<file path="config.mk">
export PLATFORM = sky130hd
export DESIGN_NAME = madam
export DESIGN_NICKNAME = d
export VERILOG_FILES = /design/src/madam_pkg.sv /design/src/madam.sv /design/src/madam_bus_arbiter.sv /design/src/madam_dma_stack.sv /design/src/madam_ctl_regs.sv
export SDC_FILE = /design/constraint.sdc
export NUM_CORES = 2
export LEC_CHECK = 0
export BUFFER_PORTS_ARGS = -buffer_cell sky130_fd_sc_hd__buf_2
export CORE_MARGIN = 4
export CORE_UTILIZATION = 51
export DETAILED_ROUTE_END_ITERATION = 8
export PLACE_DENSITY_LB_ADDON = 0.08
export SLEW_MARGIN = 20
export SYNTH_ARGS = -nofsm -noshare
export SYNTH_HDL_FRONTEND = slang
export SYNTH_SLANG_ARGS = --single-unit
</file>
<file path="constraint.sdc">
create_clock -name clk_25m -period 4.1 [get_ports clk_25m]
set_input_delay 0.205 -clock clk_25m [delete_from_list [all_inputs] [get_ports clk_25m]]
set_output_delay 0.205 -clock clk_25m [all_outputs]
set_load 0.1 [all_outputs]
</file>
<file path="src/madam_pkg.sv">
// ----------------------------------------------------------
// shared types and constants for the MADAM CPU-side logic
// address map assumes 2 MB DRAM, 1 MB VRAM, 1 MB BIOS
// register window sits at upper address half 0x0330 only
// ----------------------------------------------------------
package madam_pkg;

	typedef logic [31:0] cpu_addr_t;	// cpu byte address
	typedef logic [31:0] cpu_data_t;	// cpu data word
	typedef logic [15:0] reg_off_t;		// offset inside reg window
	typedef logic [21:0] mem_addr_t;	// 4 MB memory port
	typedef logic [21:0] dma_addr_t;	// dma channel address
	typedef logic [23:0] dma_len_t;		// dma channel length
	typedef logic [4:0]  dma_chan_t;	// dma channel index

	// memory map
	localparam cpu_addr_t DRAM_BASE = 32'h0000_0000;	// 2 MB main dram
	localparam cpu_addr_t DRAM_LAST = 32'h001F_FFFF;
	localparam cpu_addr_t VRAM_BASE = 32'h0020_0000;	// 1 MB vram
	localparam cpu_addr_t VRAM_LAST = 32'h002F_FFFF;
	localparam cpu_addr_t BIOS_BASE = 32'h0030_0000;	// 1 MB bios rom
	localparam cpu_addr_t BIOS_LAST = 32'h003F_FFFF;

	localparam logic [15:0] REG_WINDOW    = 16'h0330;	// upper half of reg addresses
	localparam reg_off_t    DMA_OFF_FIRST = 16'h0400;	// dma stack, channel 0
	localparam reg_off_t    DMA_OFF_LAST  = 16'h05FC;	// last word of channel 31

	// control register offsets
	localparam reg_off_t OFF_REVISION  = 16'h0000;	// revision read, debug write
	localparam reg_off_t OFF_MSYSBITS  = 16'h0004;	// memory config
	localparam reg_off_t OFF_MCTL      = 16'h0008;	// dma channel enables
	localparam reg_off_t OFF_SLTIME    = 16'h000C;
	localparam reg_off_t OFF_ABORTBITS = 16'h0020;	// abort reasons
	localparam reg_off_t OFF_PRIVBITS  = 16'h0024;	// dma privilege violations
	localparam reg_off_t OFF_STATBITS  = 16'h0028;	// cel engine status
	localparam reg_off_t OFF_MSB_CHECK = 16'h002C;	// highest set bit finder
	localparam reg_off_t OFF_DIAG      = 16'h0040;
	localparam reg_off_t OFF_CCOBCTL0  = 16'h0110;	// cel engine control word
	localparam reg_off_t OFF_REGCTL0   = 16'h0130;	// frame buffer modulo
	localparam reg_off_t OFF_REGCTL1   = 16'h0134;	// x/y clip
	localparam reg_off_t OFF_REGCTL2   = 16'h0138;	// read base address
	localparam reg_off_t OFF_REGCTL3   = 16'h013C;	// write base address

	// fixed read values
	localparam cpu_data_t REVISION_VALUE   = 32'h0102_0000;
	localparam cpu_data_t MSYSBITS_VALUE   = 32'h0000_0029;	// 2 MB dram, 1 MB vram
	localparam cpu_data_t BAD_ACCESS_VALUE = 32'hBADA_CCE5;	// unmapped read
	localparam cpu_data_t MSB_NONE_VALUE   = 32'hFFFF_FFFF;	// msb of zero

	localparam int MCTL_PBUS_BIT = 15;	// player bus dma kick
	localparam int DMA_CHANNELS  = 32;

endpackage
</file>
<file path="src/madam.sv">
// ----------------------------------------------------------
// MADAM top, CPU interface only
// no cel, matrix, fence, mmu or dma mastering logic
// memory read data is not routed back through MADAM
// ----------------------------------------------------------
`timescale 1ns/1ps

module madam (
	input  logic                 clk_25m,
	input  logic                 reset_n,
	input  madam_pkg::cpu_addr_t cpu_addr,
	input  madam_pkg::cpu_data_t cpu_din,
	input  logic                 cpu_rd,
	input  logic                 cpu_wr,
	output madam_pkg::cpu_data_t cpu_dout,
	output madam_pkg::mem_addr_t mem_addr,
	output madam_pkg::cpu_data_t mem_dout,
	output logic                 mem_rd,
	output logic                 mem_wr,
	output logic                 dram_cs,
	output logic                 vram_cs,
	output logic                 bios_cs,
	output logic                 pbus_dma_trig
);

	import madam_pkg::*;

	logic      ctl_sel;	// control reg select
	logic      dma_sel;	// dma stack select
	reg_off_t  reg_off;
	cpu_data_t ctl_rdata;
	logic      ctl_hit;
	cpu_data_t dma_rdata;
	logic      dma_hit;

	madam_ctl_regs u_ctl_regs (
		.clk_25m       (clk_25m),
		.reset_n       (reset_n),
		.ctl_sel       (ctl_sel),
		.cpu_wr        (cpu_wr),
		.reg_off       (reg_off),
		.cpu_din       (cpu_din),
		.ctl_rdata     (ctl_rdata),
		.ctl_hit       (ctl_hit),
		.pbus_dma_trig (pbus_dma_trig)
	);

	madam_dma_stack u_dma_stack (
		.clk_25m   (clk_25m),
		.reset_n   (reset_n),
		.dma_sel   (dma_sel),
		.cpu_wr    (cpu_wr),
		.reg_off   (reg_off),
		.cpu_din   (cpu_din),
		.dma_rdata (dma_rdata),
		.dma_hit   (dma_hit)
	);

	madam_bus_arbiter u_bus_arbiter (
		.clk_25m   (clk_25m),
		.reset_n   (reset_n),
		.cpu_addr  (cpu_addr),
		.cpu_din   (cpu_din),
		.cpu_rd    (cpu_rd),
		.cpu_wr    (cpu_wr),
		.ctl_rdata (ctl_rdata),
		.ctl_hit   (ctl_hit),
		.dma_rdata (dma_rdata),
		.dma_hit   (dma_hit),
		.ctl_sel   (ctl_sel),
		.dma_sel   (dma_sel),
		.reg_off   (reg_off),
		.cpu_dout  (cpu_dout),
		.mem_addr  (mem_addr),
		.mem_dout  (mem_dout),
		.mem_rd    (mem_rd),
		.mem_wr    (mem_wr),
		.dram_cs   (dram_cs),
		.vram_cs   (vram_cs),
		.bios_cs   (bios_cs)
	);

endmodule

</file>
<file path="src/madam_bus_arbiter.sv">
// ----------------------------------------------------------
// CPU-side address decode, BIOS overlay and memory port
// bios overlays dram from reset until the first dram write
// overlay covers the whole 2 MB dram range
// no dma master, memory port always carries the cpu access
// ----------------------------------------------------------
`timescale 1ns/1ps

module madam_bus_arbiter (
	input  logic                 clk_25m,
	input  logic                 reset_n,
	input  madam_pkg::cpu_addr_t cpu_addr,
	input  madam_pkg::cpu_data_t cpu_din,
	input  logic                 cpu_rd,
	input  logic                 cpu_wr,
	input  madam_pkg::cpu_data_t ctl_rdata,
	input  logic                 ctl_hit,
	input  madam_pkg::cpu_data_t dma_rdata,
	input  logic                 dma_hit,
	output logic                 ctl_sel,
	output logic                 dma_sel,
	output madam_pkg::reg_off_t  reg_off,
	output madam_pkg::cpu_data_t cpu_dout,
	output madam_pkg::mem_addr_t mem_addr,
	output madam_pkg::cpu_data_t mem_dout,
	output logic                 mem_rd,
	output logic                 mem_wr,
	output logic                 dram_cs,
	output logic                 vram_cs,
	output logic                 bios_cs
);

	import madam_pkg::*;

	logic dram_range;
	logic vram_range;
	logic bios_range;
	logic mem_range;	// anything below 4 MB
	logic reg_window;
	logic map_bios;		// bios shadows dram

	assign dram_range = cpu_addr inside {[DRAM_BASE:DRAM_LAST]};
	assign vram_range = cpu_addr inside {[VRAM_BASE:VRAM_LAST]};
	assign bios_range = cpu_addr inside {[BIOS_BASE:BIOS_LAST]};
	assign mem_range  = cpu_addr inside {[DRAM_BASE:BIOS_LAST]};
	assign reg_window = (cpu_addr[31:16] == REG_WINDOW);

	assign reg_off = cpu_addr[15:0];
	assign ctl_sel = reg_window && (reg_off < DMA_OFF_FIRST);
	assign dma_sel = reg_window && (reg_off inside {[DMA_OFF_FIRST:DMA_OFF_LAST]});

	assign dram_cs = dram_range;
	assign vram_cs = vram_range;
	assign bios_cs = bios_range || (dram_range && map_bios);	// both cs high while shadowed

	// memory port, straight from the cpu
	assign mem_addr = cpu_addr[$bits(mem_addr_t)-1:0];
	assign mem_dout = cpu_din;
	assign mem_rd   = cpu_rd && mem_range;
	assign mem_wr   = cpu_wr && mem_range;

	// first dram write unmaps the bios for good
	always_ff @(posedge clk_25m or negedge reset_n) begin
		if (!reset_n)
			map_bios <= 1'b1;
		else if (cpu_wr && dram_range)
			map_bios <= 1'b0;
	end

	always_comb begin
		if (ctl_sel && ctl_hit)
			cpu_dout = ctl_rdata;
		else if (dma_sel && dma_hit)
			cpu_dout = dma_rdata;
		else
			cpu_dout = BAD_ACCESS_VALUE;	// unmapped or memory access
	end

endmodule

</file>
<file path="src/madam_dma_stack.sv">
// ----------------------------------------------------------
// DMA register stack, 32 channels of four fields each
// offset bits 8:4 pick the channel, bits 3:2 the field
// addresses keep 22 bits, lengths 24, upper bits read as zero
// misaligned offsets miss and are not written
// ----------------------------------------------------------
`timescale 1ns/1ps

module madam_dma_stack (
	input  logic                 clk_25m,
	input  logic                 reset_n,
	input  logic                 dma_sel,
	input  logic                 cpu_wr,
	input  madam_pkg::reg_off_t  reg_off,
	input  madam_pkg::cpu_data_t cpu_din,
	output madam_pkg::cpu_data_t dma_rdata,
	output logic                 dma_hit
);

	import madam_pkg::*;

	dma_addr_t cur_addr [DMA_CHANNELS];	// current address
	dma_len_t  cur_len  [DMA_CHANNELS];	// current length
	dma_addr_t nxt_addr [DMA_CHANNELS];	// next address
	dma_len_t  nxt_len  [DMA_CHANNELS];	// next length
	dma_chan_t chan;
	logic [1:0] field;
	logic      dma_wr;

	assign chan    = reg_off[8:4];
	assign field   = reg_off[3:2];
	assign dma_hit = (reg_off[1:0] == 2'b00);	// word aligned only
	assign dma_wr  = dma_sel && cpu_wr && dma_hit;

	always_ff @(posedge clk_25m or negedge reset_n) begin
		if (!reset_n) begin
			for (int i = 0; i < DMA_CHANNELS; i++) begin
				cur_addr[i] <= '0;
				cur_len[i]  <= '0;
				nxt_addr[i] <= '0;
				nxt_len[i]  <= '0;
			end
		end else if (dma_wr) begin
			case (field)	// upper data bits dropped
				2'd0: cur_addr[chan] <= cpu_din[$bits(dma_addr_t)-1:0];
				2'd1: cur_len[chan]  <= cpu_din[$bits(dma_len_t)-1:0];
				2'd2: nxt_addr[chan] <= cpu_din[$bits(dma_addr_t)-1:0];
				default: nxt_len[chan] <= cpu_din[$bits(dma_len_t)-1:0];
			endcase
		end
	end

	// zero-extended read of the selected field
	always_comb begin
		case (field)
			2'd0:    dma_rdata = cpu_data_t'(cur_addr[chan]);
			2'd1:    dma_rdata = cpu_data_t'(cur_len[chan]);
			2'd2:    dma_rdata = cpu_data_t'(nxt_addr[chan]);
			default: dma_rdata = cpu_data_t'(nxt_len[chan]);
		endcase
	end

endmodule

</file>
<file path="src/madam_ctl_regs.sv">
// ----------------------------------------------------------
// MADAM control and status registers
// write only happens with ctl_sel high, window is decoded upstream
// revision and msysbits are read-only constants
// pbus_dma_trig is a registered one-cycle pulse
// ----------------------------------------------------------
`timescale 1ns/1ps

module madam_ctl_regs (
	input  logic                 clk_25m,
	input  logic                 reset_n,
	input  logic                 ctl_sel,
	input  logic                 cpu_wr,
	input  madam_pkg::reg_off_t  reg_off,
	input  madam_pkg::cpu_data_t cpu_din,
	output madam_pkg::cpu_data_t ctl_rdata,
	output logic                 ctl_hit,
	output logic                 pbus_dma_trig
);

	import madam_pkg::*;

	cpu_data_t mctl;	// bit 15 kicks player bus dma
	cpu_data_t sltime;
	cpu_data_t abortbits;
	cpu_data_t privbits;
	cpu_data_t statbits;
	cpu_data_t msb_val;	// raw value behind msb_check
	cpu_data_t diag;
	cpu_data_t ccobctl0;
	cpu_data_t regctl0;
	cpu_data_t regctl1;
	cpu_data_t regctl2;
	cpu_data_t regctl3;
	logic      ctl_wr;

	// index of highest set bit, all ones when nothing set
	function automatic cpu_data_t msb_index(input cpu_data_t val);
		cpu_data_t idx;
		idx = MSB_NONE_VALUE;
		for (int i = 0; i < $bits(cpu_data_t); i++) begin
			if (val[i])
				idx = cpu_data_t'(i);	// later bits override
		end
		return idx;
	endfunction

	assign ctl_wr = ctl_sel && cpu_wr;

	always_ff @(posedge clk_25m or negedge reset_n) begin
		if (!reset_n) begin
			mctl          <= '0;
			sltime        <= '0;
			abortbits     <= '0;
			privbits      <= '0;
			statbits      <= '0;
			msb_val       <= '0;
			diag          <= '0;
			ccobctl0      <= '0;
			regctl0       <= '0;
			regctl1       <= '0;
			regctl2       <= '0;
			regctl3       <= '0;
			pbus_dma_trig <= 1'b0;
		end else begin
			// pulse for one cycle per mctl write with the pbus bit
			pbus_dma_trig <= ctl_wr && (reg_off == OFF_MCTL) && cpu_din[MCTL_PBUS_BIT];
			if (ctl_wr) begin
				case (reg_off)
					OFF_MCTL:      mctl      <= cpu_din;
					OFF_SLTIME:    sltime    <= cpu_din;
					OFF_ABORTBITS: abortbits <= cpu_din;
					OFF_PRIVBITS:  privbits  <= cpu_din;
					OFF_STATBITS:  statbits  <= cpu_din;
					OFF_MSB_CHECK: msb_val   <= cpu_din;
					OFF_DIAG:      diag      <= cpu_din;
					OFF_CCOBCTL0:  ccobctl0  <= cpu_din;
					OFF_REGCTL0:   regctl0   <= cpu_din;
					OFF_REGCTL1:   regctl1   <= cpu_din;
					OFF_REGCTL2:   regctl2   <= cpu_din;
					OFF_REGCTL3:   regctl3   <= cpu_din;
					default: ;	// revision write is bios debug output, dropped
				endcase
			end
		end
	end

	always_comb begin
		ctl_rdata = '0;
		ctl_hit   = 1'b1;
		case (reg_off)
			OFF_REVISION:  ctl_rdata = REVISION_VALUE;
			OFF_MSYSBITS:  ctl_rdata = MSYSBITS_VALUE;
			OFF_MCTL:      ctl_rdata = mctl;
			OFF_SLTIME:    ctl_rdata = sltime;
			OFF_ABORTBITS: ctl_rdata = abortbits;
			OFF_PRIVBITS:  ctl_rdata = privbits;
			OFF_STATBITS:  ctl_rdata = statbits;
			OFF_MSB_CHECK: ctl_rdata = msb_index(msb_val);	// index, not the value
			OFF_DIAG:      ctl_rdata = diag;
			OFF_CCOBCTL0:  ctl_rdata = ccobctl0;
			OFF_REGCTL0:   ctl_rdata = regctl0;
			OFF_REGCTL1:   ctl_rdata = regctl1;
			OFF_REGCTL2:   ctl_rdata = regctl2;
			OFF_REGCTL3:   ctl_rdata = regctl3;
			default:       ctl_hit   = 1'b0;	// arbiter returns bad access
		endcase
	end

endmodule

</file>
# Word level (Yosys, flattened, before mapping)
# Cells that the tools add are included.
# totals
reg_bits	3330
input_bits	68
output_inout_bits	92
# classes
magnitude_cmp	11
eq_ne	16
muxes	57
n_bitwise	2
reduce_logical	41
# ops
cell	count
$bwmux W768	2
$bwmux W704	2
$mux W32	34
$pmux W32 S14	1
$bmux W24 S5	2
$bmux W22 S5	2
$demux W24 S5	1
$mux W24	5
$demux W22 S5	1
$mux W22	5
$eq A16 B9 Y1 const B	5
$pmux W24 S3	1
$eq A16 B6 Y1 const B	4
$ge A32 B22 Y1 const B	2
$le A32 B22 Y1 const B	2
$eq A16 B4 Y1 const B	2
$ge A32 B1 Y1 const B	1
$le A32 B21 Y1 const B	1
$reduce_and A2 Y1	16
$logic_and A1 B1 Y1	19
$eq A16 B10 Y1 const B	1
$eq A16 B3 Y1 const B	1
$eq A16 B7 Y1 const B	1
$ge A16 B11 Y1 const B	1
14 further kinds	15

# Longest topological paths before layout
# logic_depth
word_depth	34
ltp_mapped	13
ltp_nobuf	7

# Hierarchy
# Synthesis repeated with hierarchy kept, for this count alone.
# unflattened
hier_cells	10769
area_unflattened_um2	153568.5
# modules_own_cells
module	n_inst	cells_each	area_each_um2	seq_area_each_um2
madam_dma_stack	1	9246	134128.6	73670.7
madam_ctl_regs	1	1265	17543.1	9634.2
madam_bus_arbiter	1	258	1896.8	26.3

# Least setup slack after synthesis
# OpenSTA, ideal clock, no wires.
# synth_timing
path_kind	input port to output port
startpoint	in cpu_addr[12]
endpoint	out cpu_dout[15]
t_arrival_ns	4.404
required_ns	3.895
setup_slack_ns	-0.509
stages	7
path_buffers	2
path_cell_list	or4_4 -> or3_1 -> buf_6 -> nor3_2 -> clkbuf_1 -> a2111oi_0 -> a221oi_1
# synth_between
elab_chain_cells	6
# synth_rtl
item	line_no	rtl
start: declaration	madam.sv:11	input madam_pkg::cpu_addr_t cpu_addr,
$ge A16 B11 Y1 or $le A16 B11 Y1 (tied branches)	madam_bus_arbiter.sv:50	assign dma_sel = reg_window && (reg_off inside {[DMA_OFF_FIRST:DMA_OFF_LAST]});
$logic_and A1 B1 Y1 (2 in a row)	madam_bus_arbiter.sv:50	
$logic_and A1 B1 Y1	madam_bus_arbiter.sv:73	else if (dma_sel && dma_hit)
$mux W32	madam_bus_arbiter.sv:73	
$mux W32 *	madam_bus_arbiter.sv:71	if (ctl_sel && ctl_hit)
end: declaration	madam.sv:15	output madam_pkg::cpu_data_t cpu_dout,
# Mark *: on every way between the ends. The rest lies on a longest branch, timed or not.

# Final worst setup path
# layout_timing
startpoint	reg u_dma_stack.nxt_len[19] in the netlist's numbering
endpoint	out cpu_dout[19]
# layout_between
elab_chain_cells	6
# layout_rtl
item	line_no	rtl
start: declaration	madam_dma_stack.sv:25	dma_len_t nxt_len [DMA_CHANNELS];
start signal: indexed assignment	madam_dma_stack.sv:48	default: nxt_len[chan] <= cpu_din[$bits(dma_len_t)-1:0];
$bmux W24 S5	madam_dma_stack.sv:59	default: dma_rdata = cpu_data_t'(nxt_len[chan]);
$mux W24 (not written as such) (2 in a row)	madam_dma_stack.sv:59	
$pmux W24 S3	madam_dma_stack.sv:55	case (field)
$mux W32	madam_bus_arbiter.sv:73	
$mux W32	madam_bus_arbiter.sv:71	
# Every way passes these cells. The select of a mux whose other input is x is not followed.

==> metrics.json <==
{
  "clock_tree.htree_level_count": {"value": 5},
  "synth_warnings": {"value": 0},
  "worst-endpoint-arrival": {"value": 3850, "unit": "ps"},
  "worstPathMaxFanout": {"value": 2},
  "synth_seq_area_share": {"value": 54.5, "unit": "%"},
  "synth_seq_cells": {"value": 3330},
  "die_w": {"value": 556, "unit": "µm"},
  "hold_path.class": {"value": "input pin to flip-flop"},
  "floorplan.initialDensity": {"value": 51.4, "unit": "%"},
  "report.final.slew_viol_count": {"value": 0},
  "drive_above_1_share": {"value": 50.8, "unit": "%"},
  "full_die_area": {"value": 0.309, "unit": "mm²"},
  "placementRows": {"value": 200},
  "status": {"value": "completed"},
  "async_flop_share": {"value": 100, "unit": "%"},
  "crit_slowest_cell": {"value": "sky130_fd_sc_hd__or4_1"},
  "synth_nets": {"value": 9641},
  "vdd_ir_drop_max": {"value": 0.420, "unit": "mV"},
  "mapped_area": {"value": 0.153, "unit": "mm²"},
  "min_period": {"value": 4050, "unit": "ps"},
  "via_count": {"value": 89369},
  "synthesis.instances": {"value": 9573},
  "global_route_wire_length_before_repair": {"value": 687000, "unit": "µm"},
  "ys_top_cells_by_area": {"value": "sky130_fd_sc_hd__dfrtp_1, sky130_fd_sc_hd__mux2_2, sky130_fd_sc_hd__mux4_2"},
  "static-leakage-power": {"value": 0.0849, "unit": "µW"},
  "layout_commonest_cell": {"value": "sky130_fd_sc_hd__dfrtp_1"},
  "grt_start_max_net_pins": {"value": 189},
  "placeableCoreArea": {"value": 0.298, "unit": "mm²"},
  "critical_path.cell_chain": {"value": "mux4_2 -> a22oi_1 -> a21oi_2 -> or4_1 -> o41ai_1 -> and3_2 -> a31oi_1 -> buf_4 -> buf_12"},
  "clk_latency": {"value": 940, "unit": "ps"},
  "worst_path_largest_cell_delay": {"value": 660, "unit": "ps"},
  "start_kind": {"value": "flip-flop"},
  "placedInstanceArea": {"value": 0.161, "unit": "mm²"},
  "synthDominantAreaCellType": {"value": "sky130_fd_sc_hd__dfrtp_1"},
  "grt_use_total": {"value": 30.5, "unit": "%"},
  "die_ht": {"value": 556, "unit": "µm"},
  "timing.fmax": {"value": 247, "unit": "MHz"},
  "worstSetupPathType": {"value": "flip-flop to output pin"},
  "syn-mean-instance-area": {"value": 16.0, "unit": "µm²"},
  "place.port_buffers": {"value": 159},
  "cts-buffers-inserted": {"value": 359},
  "avgRoutedWirePerCell": {"value": 33.7, "unit": "µm"},
  "flow.area_growth_from_synthesis": {"value": 13.4, "unit": "%"},
  "clock_skew": {"value": 0, "unit": "ps"},
  "drt_first_iter_violations": {"value": 7263},
  "synth-edff-count": {"value": 0},
  "clock_tree.buffer_depth": {"value": 4},
  "endpoint_kind": {"value": "output pin"},
  "synth_ff_type": {"value": "sky130_fd_sc_hd__dfrtp_1"},
  "layout_common_cells": {"value": "sky130_fd_sc_hd__dfrtp_1, sky130_fd_sc_hd__mux2_2, sky130_fd_sc_hd__mux4_2"},
  "report.final.hold_viol_count": {"value": 0},
  "power-per-cell-area": {"value": 400, "unit": "mW/mm²"},
  "total_wirelength_of_the_detailed_routed_design": {"value": 471000, "unit": "µm"},
  "antenna_found_initial": {"value": 22},
  "cts.reportedPaths.clkPinSlew": {"value": 60, "unit": "ps"},
  "final_design_area_no_fill": {"value": 0.173, "unit": "mm²"},
  "fin_worst_hold_slack": {"value": 0.201, "unit": "ps"},
  "yosysUniqueCellTypes": {"value": 72},
  "floorplan.io_pins": {"value": 160},
  "remaining_drc_errors": {"value": 0},
  "route.detailed.vias_per_inst": {"value": 6.40},
  "min_period_over_period": {"value": 98.8, "unit": "%"},
  "area_share_of_the_leading_cell_type_in_the_synthesized_netlist": {"value": 54.5, "unit": "%"},
  "final_net_count": {"value": 9802},
  "timing_worst_slew_pin_value": {"value": 1170, "unit": "ps"},
  "critPathRequiredTime": {"value": 3890, "unit": "ps"},
  "drt_pre_antenna_iters": {"value": 6},
  "cts_root_buf": {"value": "sky130_fd_sc_hd__clkbuf_16"},
  "tritoncts": {"value": "built"},
  "setup_viol": {"value": 0},
  "crit_buf_inv": {"value": 2},
  "place.detailed.hpwl": {"value": 296000, "unit": "µm"},
  "worst_slew_margin_rel": {"value": 22.3, "unit": "%"},
  "grt_pass1_vias": {"value": 94547},
  "gp_congestion": {"value": 0.884},
  "max_capacitance_violation_total": {"value": 0},
  "critical_path.top_delay_family": {"value": "simple AND/OR/NAND/NOR gates"},
  "rsz_0062_raised_after_global_routing": {"value": "no"},
  "numClockSinks": {"value": 3330},
  "grt_overflow_total": {"value": 0},
  "antenna_left": {"value": 0}
}
final cells by class:
class                   instances  area (µm²)
fillers                     22758      124000
flip-flops and latches       3330       83300
multi-input cells            5221       64500
clock buffers                 528       10700
repair buffers                809        8560
well taps                    3939        4930
clock inverters               110        1380
inverters                      13        56.3
diodes                          7        17.5
Yosys cell counts (33+ instances only):
| cell | count |
|---|---|
| sky130_fd_sc_hd__dfrtp_1 | 3329 |
| sky130_fd_sc_hd__mux2_2 | 2690 |
| sky130_fd_sc_hd__mux4_2 | 815 |
| sky130_fd_sc_hd__mux2_1 | 667 |
| sky130_fd_sc_hd__clkbuf_1 | 508 |
| sky130_fd_sc_hd__buf_4 | 223 |
| sky130_fd_sc_hd__a22oi_1 | 201 |
| sky130_fd_sc_hd__buf_2 | 148 |
| sky130_fd_sc_hd__nand2_1 | 143 |
| sky130_fd_sc_hd__buf_6 | 109 |
| sky130_fd_sc_hd__a21oi_1 | 75 |
| sky130_fd_sc_hd__nor2_2 | 65 |
| sky130_fd_sc_hd__nor2_8 | 58 |
| sky130_fd_sc_hd__a221oi_1 | 43 |
| sky130_fd_sc_hd__nor2_1 | 43 |
| sky130_fd_sc_hd__a22o_1 | 37 |
| sky130_fd_sc_hd__o21ai_0 | 36 |
| sky130_fd_sc_hd__a31oi_1 | 33 |
flip-flops by register name (all words and copies together) (netlist names):
signal / count
u_bus_arbiter.map_bios: 1
u_ctl_regs.abortbits: 32
u_ctl_regs.ccobctl0: 32
u_ctl_regs.diag: 32
u_ctl_regs.mctl: 32
u_ctl_regs.msb_val: 32
u_ctl_regs.pbus_dma_trig: 1
u_ctl_regs.privbits: 32
u_ctl_regs.regctl0: 32
u_ctl_regs.regctl1: 32
u_ctl_regs.regctl2: 32
u_ctl_regs.regctl3: 32
u_ctl_regs.sltime: 32
u_ctl_regs.statbits: 32
u_dma_stack.cur_addr: 704
u_dma_stack.cur_len: 768
u_dma_stack.nxt_addr: 704
u_dma_stack.nxt_len: 768
worst paths after layout:
path,start,to,cells after the start,slack (ps)
setup / recovery,u_dma_stack.nxt_len[19],cpu_dout[19],9,50
hold / removal,cpu_din[18],u_dma_stack.nxt_addr[656],2,0.2
setup reg to reg,u_bus_arbiter.map_bios,u_bus_arbiter.map_bios,2,2800
hold reg to reg,u_dma_stack.cur_len[268],u_dma_stack.cur_len[268],1,480
max in group asynchronous,reset_n,u_dma_stack.nxt_len[197],4,2840
min in group asynchronous,reset_n,u_ctl_regs.msb_val[13],3,150
metrics by stage:
stage,TNS [ps],worst slack (ps),utilization (%),instances,power (µW)
6_report,0,48.5,58.2,13957,69300
5_1_grt,0,3.52,58.2,13952,71400
4_1_cts,0,6.16,58.1,13940,69900
3_5_place_dp,-1110,-302,53.9,13276,36800
3_3_place_gp,-1420,-443,53.9,13276,36800
2_1_floorplan,0,58.8,-,9573,34900
report_power, final:
group / switching [µW] / internal (µW)
clock: 13700 / 19400
sequential: 0.000331 / 32900
combinational: 2600 / 788
cells by family after synthesis:
group | share of synthesized area [%]
mux | 36.9
flops | 54.5
buf+inv | 3.74
compound gates | 2.60
simple gates | 2.29
timing repair:
item,CTS,global route
setup buffers,0,3
hold endpoints to repair,1117,47
pin swaps,2,0
gates resized for setup,53,13
setup endpoints to repair,25,17
hold buffers,26,2
layer usage:
layer	vias up	routed length, µm	global-route usage [%]
met2	2921	222000	48.6
met3	749	28900	4.74
met4	0	18900	11.1
li1	36007	-	-
met1	49692	200000	42.6
met5	-	0	0
(Power assumes the default switching activity.)
